**src/common/calc_config.svh**
```systemverilog
`ifndef CALC_CONFIG_SVH
`define CALC_CONFIG_SVH

// Datapath width shared by operands, results and display
`define CALC_DATA_W 16

// Keypad code width, one decimal digit per strobe
`define CALC_DIGIT_W 4

// Codes above this are not digits and get dropped
`define CALC_MAX_DIGIT 9

`endif
```
**src/common/calc_ctrl_pkg.sv**
```systemverilog
package calc_ctrl_pkg;

    // One-hot operator codes as they come off the keypad
    typedef enum logic [2:0] {
        OP_NONE = 3'b000, // Nothing latched yet
        OP_ADD  = 3'b001,
        OP_SUB  = 3'b010,
        OP_MUL  = 3'b100
    } op_t;

    // Sequencer states
    typedef enum logic [2:0] {
        ENTER_FIRST  = 3'd0, // Digits go to operand A
        ENTER_SECOND = 3'd1, // Digits go to operand B
        DISPATCH     = 3'd2, // One-cycle start to the chosen unit
        WAIT_UNIT    = 3'd3, // Hold until that unit finishes
        SHOW         = 3'd4  // Result just latched
    } seq_state_t;

endpackage

```
**src/common/calc_data_pkg.sv**
```systemverilog
`include "calc_config.svh"

package calc_data_pkg;

    // Operand registers, unit results and display value
    typedef logic [`CALC_DATA_W-1:0] operand_t;

    // Raw keypad code, checked against CALC_MAX_DIGIT at entry
    typedef logic [`CALC_DIGIT_W-1:0] digit_t;

    // Full-width product, high half feeds the overflow flag
    typedef logic [2*`CALC_DATA_W-1:0] product_t;

endpackage

```
**src/design/calculator_top.sv**
```systemverilog
`timescale 1ns/1ps

module calculator_top import calc_data_pkg::*; (
    input  logic       clk,
    input  logic       nRST,
    input  logic       key_valid,      // One-cycle key strobe
    input  digit_t     keypad_input,
    input  logic [2:0] operator_input, // One-hot add/sub/mul
    input  logic       equal_input,
    output operand_t   display_output,
    output logic       complete,
    output logic       overflow
);

    operand_t operand_a;
    operand_t operand_b;
    logic     select_second;
    logic     clear_operands;
    logic     start_add;
    logic     start_mul;
    logic     sub_sel;
    operand_t add_result;
    logic     add_ovf;
    logic     add_finish;
    operand_t mul_result;
    logic     mul_ovf;
    logic     mul_finish;

    operand_entry u_entry (
        .clk            (clk),
        .nRST           (nRST),
        .key_valid      (key_valid),
        .keypad_input   (keypad_input),
        .select_second  (select_second),
        .clear_operands (clear_operands),
        .operand_a      (operand_a),
        .operand_b      (operand_b)
    );

    calc_sequencer u_seq (
        .clk            (clk),
        .nRST           (nRST),
        .key_valid      (key_valid),
        .operator_input (operator_input),
        .equal_input    (equal_input),
        .add_finish     (add_finish),
        .mul_finish     (mul_finish),
        .select_second  (select_second),
        .clear_operands (clear_operands),
        .start_add      (start_add),
        .start_mul      (start_mul),
        .sub_sel        (sub_sel)
    );

    add_sub_unit u_add (
        .clk     (clk),
        .nRST    (nRST),
        .start   (start_add),
        .sub_sel (sub_sel),
        .in_a    (operand_a), // Operands stable through DISPATCH
        .in_b    (operand_b),
        .result  (add_result),
        .ovf     (add_ovf),
        .finish  (add_finish)
    );

    shift_add_multiplier u_mul (
        .clk    (clk),
        .nRST   (nRST),
        .start  (start_mul),
        .in_a   (operand_a),
        .in_b   (operand_b),
        .result (mul_result),
        .ovf    (mul_ovf),
        .finish (mul_finish)
    );

    result_display u_disp (
        .clk            (clk),
        .nRST           (nRST),
        .add_finish     (add_finish),
        .mul_finish     (mul_finish),
        .add_result     (add_result),
        .mul_result     (mul_result),
        .add_ovf        (add_ovf),
        .mul_ovf        (mul_ovf),
        .clear_operands (clear_operands),
        .display_output (display_output),
        .complete       (complete),
        .overflow       (overflow)
    );

endmodule

```
**src/design/result_display.sv**
```systemverilog
`timescale 1ns/1ps

module result_display import calc_data_pkg::*; (
    input  logic     clk,
    input  logic     nRST,
    input  logic     add_finish,
    input  logic     mul_finish,
    input  operand_t add_result,
    input  operand_t mul_result,
    input  logic     add_ovf,
    input  logic     mul_ovf,
    input  logic     clear_operands, // Next calculation started
    output operand_t display_output, // Last finished result
    output logic     complete,       // Result on display
    output logic     overflow
);

    always_ff @(posedge clk or negedge nRST) begin
        if (!nRST) begin
            display_output <= '0;
            overflow       <= 1'b0;
            complete       <= 1'b0;
        end else begin
            if (add_finish) begin
                display_output <= add_result;
                overflow       <= add_ovf;
                complete       <= 1'b1;
            end else if (mul_finish) begin
                display_output <= mul_result;
                overflow       <= mul_ovf;
                complete       <= 1'b1;
            end else if (clear_operands) begin
                complete <= 1'b0; // Value and flag stay until next finish
            end
        end
    end

endmodule

```
**src/design/calc_sequencer.sv**
```systemverilog
`timescale 1ns/1ps

module calc_sequencer import calc_ctrl_pkg::*; (
    input  logic       clk,
    input  logic       nRST,
    input  logic       key_valid,      // Any key strobe
    input  logic [2:0] operator_input, // One-hot code, sampled every cycle
    input  logic       equal_input,    // Level
    input  logic       add_finish,
    input  logic       mul_finish,
    output logic       select_second,  // Route digits to operand B
    output logic       clear_operands, // First input after a shown result
    output logic       start_add,
    output logic       start_mul,
    output logic       sub_sel         // Held with start_add
);

    seq_state_t state, next_state;
    op_t        op_q;         // Operator latched in ENTER_FIRST
    logic       showing;      // Result on display, operands stale
    logic       op_valid;     // Exactly one of the three codes
    logic       unit_done;    // Finish of the unit that was started

    assign op_valid = (operator_input == OP_ADD) || (operator_input == OP_SUB)
                   || (operator_input == OP_MUL);

    assign unit_done = (op_q == OP_MUL) ? mul_finish : add_finish;

    always_ff @(posedge clk or negedge nRST) begin
        if (!nRST)
            state <= ENTER_FIRST;
        else
            state <= next_state;
    end

    always_comb begin
        next_state = state;
        case (state)
            ENTER_FIRST:
                if (op_valid)
                    next_state = ENTER_SECOND;
            ENTER_SECOND:
                if (equal_input)
                    next_state = DISPATCH;
            DISPATCH:
                next_state = WAIT_UNIT; // Start goes out this cycle
            WAIT_UNIT:
                if (unit_done)
                    next_state = SHOW;
            SHOW:
                next_state = ENTER_FIRST;
            default:
                next_state = ENTER_FIRST;
        endcase
    end

    // Operator and result-showing bookkeeping
    always_ff @(posedge clk or negedge nRST) begin
        if (!nRST) begin
            op_q    <= OP_NONE;
            showing <= 1'b0;
        end else begin
            if (state == ENTER_FIRST && op_valid)
                op_q <= op_t'(operator_input);
            if (state == WAIT_UNIT && unit_done)
                showing <= 1'b1; // Display now holds a result
            else if (clear_operands)
                showing <= 1'b0;
        end
    end

    // Key or operator after a result starts a fresh calculation
    assign clear_operands = showing && (state == ENTER_FIRST) && (key_valid || op_valid);

    assign select_second = (state == ENTER_SECOND);

    assign start_add = (state == DISPATCH) && ((op_q == OP_ADD) || (op_q == OP_SUB));
    assign start_mul = (state == DISPATCH) && (op_q == OP_MUL);
    assign sub_sel   = (op_q == OP_SUB); // Stable from ENTER_FIRST on

endmodule

```
**src/arith/shift_add_multiplier.sv**
```systemverilog
`timescale 1ns/1ps
`include "calc_config.svh"

module shift_add_multiplier import calc_data_pkg::*; (
    input  logic     clk,
    input  logic     nRST,
    input  logic     start,  // One-cycle request
    input  operand_t in_a,   // Multiplicand
    input  operand_t in_b,   // Multiplier
    output operand_t result, // Low half of the product
    output logic     ovf,    // High half nonzero
    output logic     finish  // CALC_DATA_W+1 cycles after start
);

    localparam int STEPS = `CALC_DATA_W;       // One multiplier bit per cycle
    localparam int CNT_W = $clog2(STEPS);
    localparam logic [CNT_W-1:0] LAST_STEP = CNT_W'(STEPS - 1);

    product_t         mcand;    // Multiplicand, shifted left each step
    operand_t         mplier;   // Multiplier, LSB examined each step
    product_t         acc;      // Running partial sum
    logic [CNT_W-1:0] step_cnt; // Iteration index
    logic             busy;

    // Datapath, loaded on start and stepped while busy
    always_ff @(posedge clk) begin
        if (start) begin
            mcand  <= product_t'(in_a);
            mplier <= in_b;
            acc    <= '0;
        end else if (busy) begin
            if (mplier[0])
                acc <= acc + mcand; // Add shifted multiplicand
            mcand  <= mcand << 1;
            mplier <= mplier >> 1;
        end
    end

    // Step counter and the finish pulse
    always_ff @(posedge clk or negedge nRST) begin
        if (!nRST) begin
            busy     <= 1'b0;
            step_cnt <= '0;
            finish   <= 1'b0;
        end else begin
            finish <= 1'b0;
            if (start) begin
                busy     <= 1'b1;
                step_cnt <= '0;
            end else if (busy) begin
                step_cnt <= step_cnt + 1'b1;
                if (step_cnt == LAST_STEP) begin
                    busy   <= 1'b0;
                    finish <= 1'b1; // Accumulator final from here on
                end
            end
        end
    end

    assign result = acc[`CALC_DATA_W-1:0];
    assign ovf    = |acc[2*`CALC_DATA_W-1:`CALC_DATA_W]; // Product above 16 bits

endmodule

```
**src/arith/add_sub_unit.sv**
```systemverilog
`timescale 1ns/1ps
`include "calc_config.svh"

module add_sub_unit import calc_data_pkg::*; (
    input  logic     clk,
    input  logic     nRST,
    input  logic     start,   // One-cycle request
    input  logic     sub_sel, // 0 add, 1 subtract
    input  operand_t in_a,
    input  operand_t in_b,
    output operand_t result,  // Valid from finish on
    output logic     ovf,     // Carry out or borrow
    output logic     finish   // One cycle after start
);

    // One extra bit on top holds carry for add, borrow for sub
    logic [`CALC_DATA_W:0] sum_ext;

    always_comb begin
        if (sub_sel)
            sum_ext = {1'b0, in_a} - {1'b0, in_b}; // MSB set when in_b > in_a
        else
            sum_ext = {1'b0, in_a} + {1'b0, in_b}; // MSB is the carry
    end

    // Result and flag captured on start, held until the next start
    always_ff @(posedge clk) begin
        if (start) begin
            result <= sum_ext[`CALC_DATA_W-1:0]; // Wrapped sum or difference
            ovf    <= sum_ext[`CALC_DATA_W];
        end
    end

    // Finish simply trails start by one cycle
    always_ff @(posedge clk or negedge nRST) begin
        if (!nRST)
            finish <= 1'b0;
        else
            finish <= start;
    end

endmodule

```
**src/design/operand_entry.sv**
```systemverilog
`timescale 1ns/1ps
`include "calc_config.svh"

module operand_entry import calc_data_pkg::*; (
    input  logic     clk,
    input  logic     nRST,
    input  logic     key_valid,      // One-cycle key strobe
    input  digit_t   keypad_input,   // Code, valid with key_valid
    input  logic     select_second,  // High while entering operand B
    input  logic     clear_operands, // New calculation begins
    output operand_t operand_a,
    output operand_t operand_b
);

    logic     digit_ok; // Strobe with a code in 0..9
    operand_t base_a;   // Value the next digit builds on
    operand_t base_b;

    // Shift in one decimal digit, wraps at the datapath width
    function automatic operand_t shift_in_digit(input operand_t value, input digit_t digit);
        operand_t times_ten;
        times_ten = (value << 3) + (value << 1); // x8 + x2
        return times_ten + operand_t'(digit);
    endfunction

    assign digit_ok = key_valid && (keypad_input <= digit_t'(`CALC_MAX_DIGIT)); // Drop A..F codes

    // A key in the clearing cycle starts from zero
    assign base_a = clear_operands ? '0 : operand_a;
    assign base_b = clear_operands ? '0 : operand_b;

    always_ff @(posedge clk or negedge nRST) begin
        if (!nRST) begin
            operand_a <= '0;
            operand_b <= '0;
        end else begin
            if (clear_operands) begin
                operand_a <= '0; // Both operands restart
                operand_b <= '0;
            end
            if (digit_ok) begin
                if (select_second)
                    operand_b <= shift_in_digit(base_b, keypad_input);
                else
                    operand_a <= shift_in_digit(base_a, keypad_input); // Also first digit after clear
            end
        end
    end

endmodule

```
**config.mk**
```make
export PLATFORM = sky130hd
export DESIGN_NAME = calculator_top
export DESIGN_NICKNAME = d
export VERILOG_FILES = /design/src/common/calc_ctrl_pkg.sv /design/src/common/calc_data_pkg.sv /design/src/design/calculator_top.sv /design/src/design/result_display.sv /design/src/design/calc_sequencer.sv /design/src/arith/shift_add_multiplier.sv /design/src/arith/add_sub_unit.sv /design/src/design/operand_entry.sv
export VERILOG_INCLUDE_DIRS = /design/src /design/src/common
export SDC_FILE = /design/constraint.sdc
export NUM_CORES = 1
export LEC_CHECK = 0
export ABC_AREA = 1
export BUFFER_PORTS_ARGS = -buffer_cell sky130_fd_sc_hd__buf_2
export CORE_MARGIN = 5
export CORE_UTILIZATION = 25
export CTS_BUF_LIST = sky130_fd_sc_hd__clkbuf_4 sky130_fd_sc_hd__clkbuf_8 sky130_fd_sc_hd__clkbuf_16
export CTS_CLUSTER_DIAMETER = 80
export DETAILED_ROUTE_END_ITERATION = 10
export PLACE_DENSITY = 0.42
export SETUP_SLACK_MARGIN = 0.4
export SYNTH_ARGS = -nofsm -noshare
export SYNTH_HDL_FRONTEND = slang
export SYNTH_SLANG_ARGS = --single-unit
```
**constraint.sdc**
```tcl
create_clock -name clk -period 8.11 [get_ports clk]
set_input_delay 1.2165 -clock clk [delete_from_list [all_inputs] [get_ports clk]]
set_output_delay 1.2165 -clock clk [all_outputs]
set_load 0.01 [all_outputs]
```
# After elaboration in Yosys (flattened, before gate mapping)
# Index checks and enable logic that the tools add are counted.
[word_totals]
regBits = 161
[classes]
addsub = 8
order_cmp = 1
eq_ne = 13
mux = 32
n_reduce_logical = 19
[op_table]
columns = ["operator", "n"]
rows = [
  ["$mux 16", 12],
  ["$add 16x16->16", 2],
  ["$add 16x4->16", 2],
  ["$add 32x32->32", 1],
  ["$add 16x16->17", 1],
  ["$mux 17", 1],
  ["$sub 16x16->17", 1],
  ["$reduce_or 16->1", 1],
  ["$mux 1", 13],
  ["$eq 3x2->1 const B", 4],
  ["$pmux 3 s4", 1],
  ["$eq 3x1->1 const B", 3],
  ["$mux 3", 3],
  ["$mux 4", 2],
  ["$logic_and 1x1->1", 7],
  ["$eq 3x3->1 const B", 2],
  ["$reduce_bool 2->1", 3],
  ["$add 4x1->4 const B", 1],
  ["$eq 4x4->1 const B", 1],
  ["$le 4x4->1 const B", 1],
  ["$logic_or 1x1->1", 4],
  ["$ne 2x1->1 const B", 2],
  ["$logic_not 3->1", 1],
  ["$reduce_and 3->1", 1],
  ["other kinds (3)", 3],
]

# Longest topological paths before layout
[depth]
word_depth = 10
mapped_depth = 22

# By module
# From an unflattened synthesis, not the netlist that was laid out.
[unflattened]
hier_cells = 1896
area_unflattened_um2 = 12612.1
[modules_own_cells]
columns = ["mod", "n_inst", "cells_each", "area_each_um2"]
rows = [
  ["shift_add_multiplier", 1, 888, 5781.8],
  ["operand_entry", 1, 524, 3478.3],
  ["add_sub_unit", 1, 327, 2083.2],
  ["result_display", 1, 96, 834.6],
  ["calc_sequencer", 1, 61, 434.2],
]

# Worst setup path after synthesis
# OpenSTA, ideal clock, no wires.
[synth_path]
kind = "input port to flip-flop"
start = "input operator_input[0]"
end = "register u_entry.operand_a[12]"
arrival_ns = 3.590
required_ns = 7.993
path_slack_ns = 4.403
cell_stages = 20
n_path_buf = 0
cell_sequence = "inv_1 > nand2_1 > nand3_1 > nand3_1 > nand2_2 > inv_4 > nor2_2 > xor2_1 > inv_1 > ha_1 > inv_1 > fa_1 > o21ai_2 > a21oi_1 > o21ai_1 > nand2_1 > nand2_1 > nand2_1 > nand3_1 > nand2_1"
[synth_via]
elab_chain_cells = 10
[synth_lines]
columns = ["item", "line", "source"]
rows = [
  ["from (decl)", "calculator_top.sv:8", "input logic [2:0] operator_input,"],
  ["$eq 3x1->1 / $eq 3x2->1 (equally long branches)", "calc_sequencer.sv:24", "assign op_valid = (operator_input == OP_ADD) || (operator_input == OP_SUB)"],
  ["$logic_or 1x1->1", "calc_sequencer.sv:24", ""],
  ["$logic_or 1x1->1 *", "calc_sequencer.sv:25", "|| (operator_input == OP_MUL);"],
  ["$logic_or 1x1->1 *", "calc_sequencer.sv:73", "assign clear_operands = showing && (state == ENTER_FIRST) && (key_valid || op_valid);"],
  ["$logic_and 1x1->1 *", "calc_sequencer.sv:73", ""],
  ["$mux 16 *", "operand_entry.sv:29", "assign base_a = clear_operands ? '0 : operand_a;"],
  ["$add 16x16->16", "operand_entry.sv:22", "times_ten = (value << 3) + (value << 1);"],
  ["$add 16x4->16", "operand_entry.sv:23", "return times_ten + operand_t'(digit);"],
  ["$mux 16", "operand_entry.sv:42", "if (select_second)"],
  ["$mux 16 *", "operand_entry.sv:41", "if (digit_ok) begin"],
  ["to (signal assigned)", "operand_entry.sv:45", "operand_a <= shift_in_digit(base_a, keypad_input);"],
  ["to (decl)", "operand_entry.sv:11", "output operand_t operand_a,"],
]
# Mark *: on every way between the ends. The rest lies on a longest branch, timed or not.
# A chain may end at the register's enable or synchronous reset.

# Worst setup path after layout
[layout_path]
start = "input operator_input[1]"
end = "register u_entry.operand_a[13]"
# The elaborated chain is that of the path after synthesis.

==> results.toml <==
[outcome]
outcome = "finished clean"

[cells_and_area]
fill_cells = 4997
final_common_cell = "nand2_1"
multi_input_area_sq_um = 6310
layout_common_cells = "nand2_1, inv_1, nor2_1, a21oi_1, ha_1"
finalNonFillerCells = 2190
nNetsFinal = 1693
seqCellArea_sq_um = 4030
diodes = 0
drive_gt1_share_pct = 7.67
area_delta_synth_final_pct = 12.3

[hold_path]
min_delay_path_depth = 2
hold_end = "u_disp.display_output[6]"
hold_start = "u_add.result[6]"
hold_path.class = "flop to flop"

[clock_network]
cts.clk_slew.worst_paths_ps = 70
cts-hold-fix-buffers = 0
clock_latency_ps = 460
cts_num_sinks = 161
cts_tree = "yes"
cts_resized = 0
cts-root-buf = "clkbuf_16"
cts_inserted_buffers = 17
cts_setup_buffers = 0
cts.path.max_buffers = 2
htree_levels = 4

[setup_path]
worstPathRequired_ps = 8460
crit_arrival_ps = 4200
ff2ff_path_depth = 19
critPathCaptureType = "flop"
reg2reg_to = "u_entry.operand_a[13]"
r2r_slack_ps = 4700
cp-start-kind = "primary input"
crit_type = "primary input to flop"
critPathMaxFanout = 28
rr_startpoint = "u_seq.state[0]"

[sta]
period_share_pct = 47.5
drv_slew = 0
final_hold_viol_count = 0
hold_slack_ps = 470
worstMarginPinSlew_ps = 1040
max_freq_mhz = 259
timing.setup.tns_ps = 0
period_needed_ps = 3850
rsz0062_at_grt = "false"
fin_worst_skew_ps = 17.1
relSlewSlack_pct = 30.5
setup_viol = 0

[placed_design]
dp_cells = 2158
place.gp.congestion = 0.855
port_buffers = 28
dp_hpwl_microns = 25200

[global_routing]
grt-ovfl-total = 0
antenna_found_initial = 0
grt_pass1_vias = 9537
grt_usage_pct = 12.8
use_met3_pct = 2.43
grtUsageMet1_pct = 17.4
grt_max_degree = 65
grt_first_pass_wirelength_microns = 51200
top_usage_layer = "met2"
grtUsageMet2_pct = 20.6

[die]
die_w_microns = 223
core-area_sq_um = 45200
io_pins = 29
dieArea_sq_um = 49800
std_cell_rows = 78
start_util_pct = 25.1
die_h_microns = 223

[detailed_routing]
drtIter0Drc = 476
antenna_left = 0
wl_per_cell_microns = 14.4
viasPerCell = 4.41
drc_errors = 0
dr.pass1.iters = 4
vias = 9664
routed_wl_microns = 31500

[logic_synthesis]
avgSynthCellArea_sq_um = 7.31
ys_ff_latch = 161
syn_nets = 1669
synth_cells = 1553
ys_warn_count = 0
async_reset_ff_share_pct = 39.8
synth_cell_types = 50
synth_edf_count = 49
ys.flop_type = "dfrtp_1"
syn-cell-area_sq_um = 11400
yosysSeqAreaShare_pct = 35.5

[power_and_ir_drop]
p_leak_nw = 6.16
powerDensity_nw_per_um2 = 226
ir_drop_mv = 0.188
power_mw = 2.88

[job]
drv_cap = 0
==> worst max-delay path: stages <==
cell,delay [ps]
buf_2,110
inv_1,80
nand2_1,50
nand3_1,70
nand3_1,90
nand2_2,250
inv_4,190
nor2_2,200
xor2_1,160
inv_1,60
ha_1,170
o21bai_1,150
ha_1,330
a21oi_1,210
a21oi_1,90
o21ai_0,300
nand2_1,140
nand2_1,100
nand3b_1,80
nand3_1,90
nand2_1,60
==> worst max path at each step <==
stage,startpoint,end,slack (ps),depth (start not counted)
floorplan,operator_input[0],u_entry.operand_a[12],4400,20
global placement,operator_input[0],u_entry.operand_a[13],3860,21
detailed placement,operator_input[0],u_entry.operand_a[12],3760,21
CTS,operator_input[0],u_entry.operand_a[13],4240,21
global route,operator_input[1],u_entry.operand_a[12],3950,21
finish,operator_input[1],u_entry.operand_a[13],4260,21
==> through the flow <==
stage / area [sq um] / utilization [%] / setup slack [ps]
after global placement: 12200 / 26.9 / 3860
after CTS: 12700 / 28.2 / 4240
final: 12700 / 28.2 / 4260
after floorplan: 11400 / - / 4400
after global routing: 12700 / 28.2 / 3950
after detailed placement: 12200 / 26.9 / 3760
==> routing by layer <==
metal | vias to the layer above | part of all wire, %
met5 | - | 0
met4 | 0 | 2.6
met3 | 31 | 2.3
met2 | 93 | 46
met1 | 4438 | 50
li1 | 5102 | -
==> Yosys cell counts (all sizes together), types with 4 or more instances <==
master  number  area [sq um]
edfxtp      49          1470
o21bai      13           101
clkbuf       9          33.8
buf         23           125
o21ai      108           552
dfxtp       48           961
nand3       84           430
fa           4          80.1
xor2        47           412
o31ai        4          35.0
xnor2       11          96.3
nor3        21           153
ha         101          1260
nand4       14          87.6
nand2      431          1670
or2          4          25.0
inv        224           843
o211ai      11          82.6
nand3b       7          52.6
a21oi      113           577
nor2       141           559
a21o         5          37.5
dfrtp       64          1600
==> cell type report <==
class / instances / share of cell area [%]
inverter: 227 / 6.71
multi-input combinational: 1133 / 49.5
sequential: 161 / 31.7
timing repair buffer: 37 / 1.63
tap: 600 / 5.89
clock buffer: 18 / 3.45
clock inverter: 14 / 1.15
==> registers in the layout (all words and copies together), names as in the netlist, 3 cells and up <==
register and flops:
u_mul.acc 32, u_mul.mcand 32, u_seq.op_q 3, u_entry.operand_b 16, u_mul.mplier 16, u_entry.operand_a 16
u_mul.step_cnt 4, u_seq.state 3, u_add.result 16, u_disp.display_output 16
==> cell families after synthesis <==
kind of cell | count (synthesis) | synth area share [%]
flip-flops | 161 | 35.5
AO/OA/AOI/OAI | 262 | 12.7
XOR/XNOR | 58 | 4.47
AND/OR/NAND/NOR | 708 | 26.5
adder cells (fa/ha/maj) | 105 | 11.8
buffers and inverters | 259 | 8.93
==> report_power, final <==
group	leakage, nW	internal, mW	switching, mW
Sequential	1.51	0.903	0.0372
Combinational	4.37	0.431	0.696
Clock	0.287	0.441	0.367
Total	6.16	1.78	1.10
No activity file was read; power rests on OpenSTA's default activity.
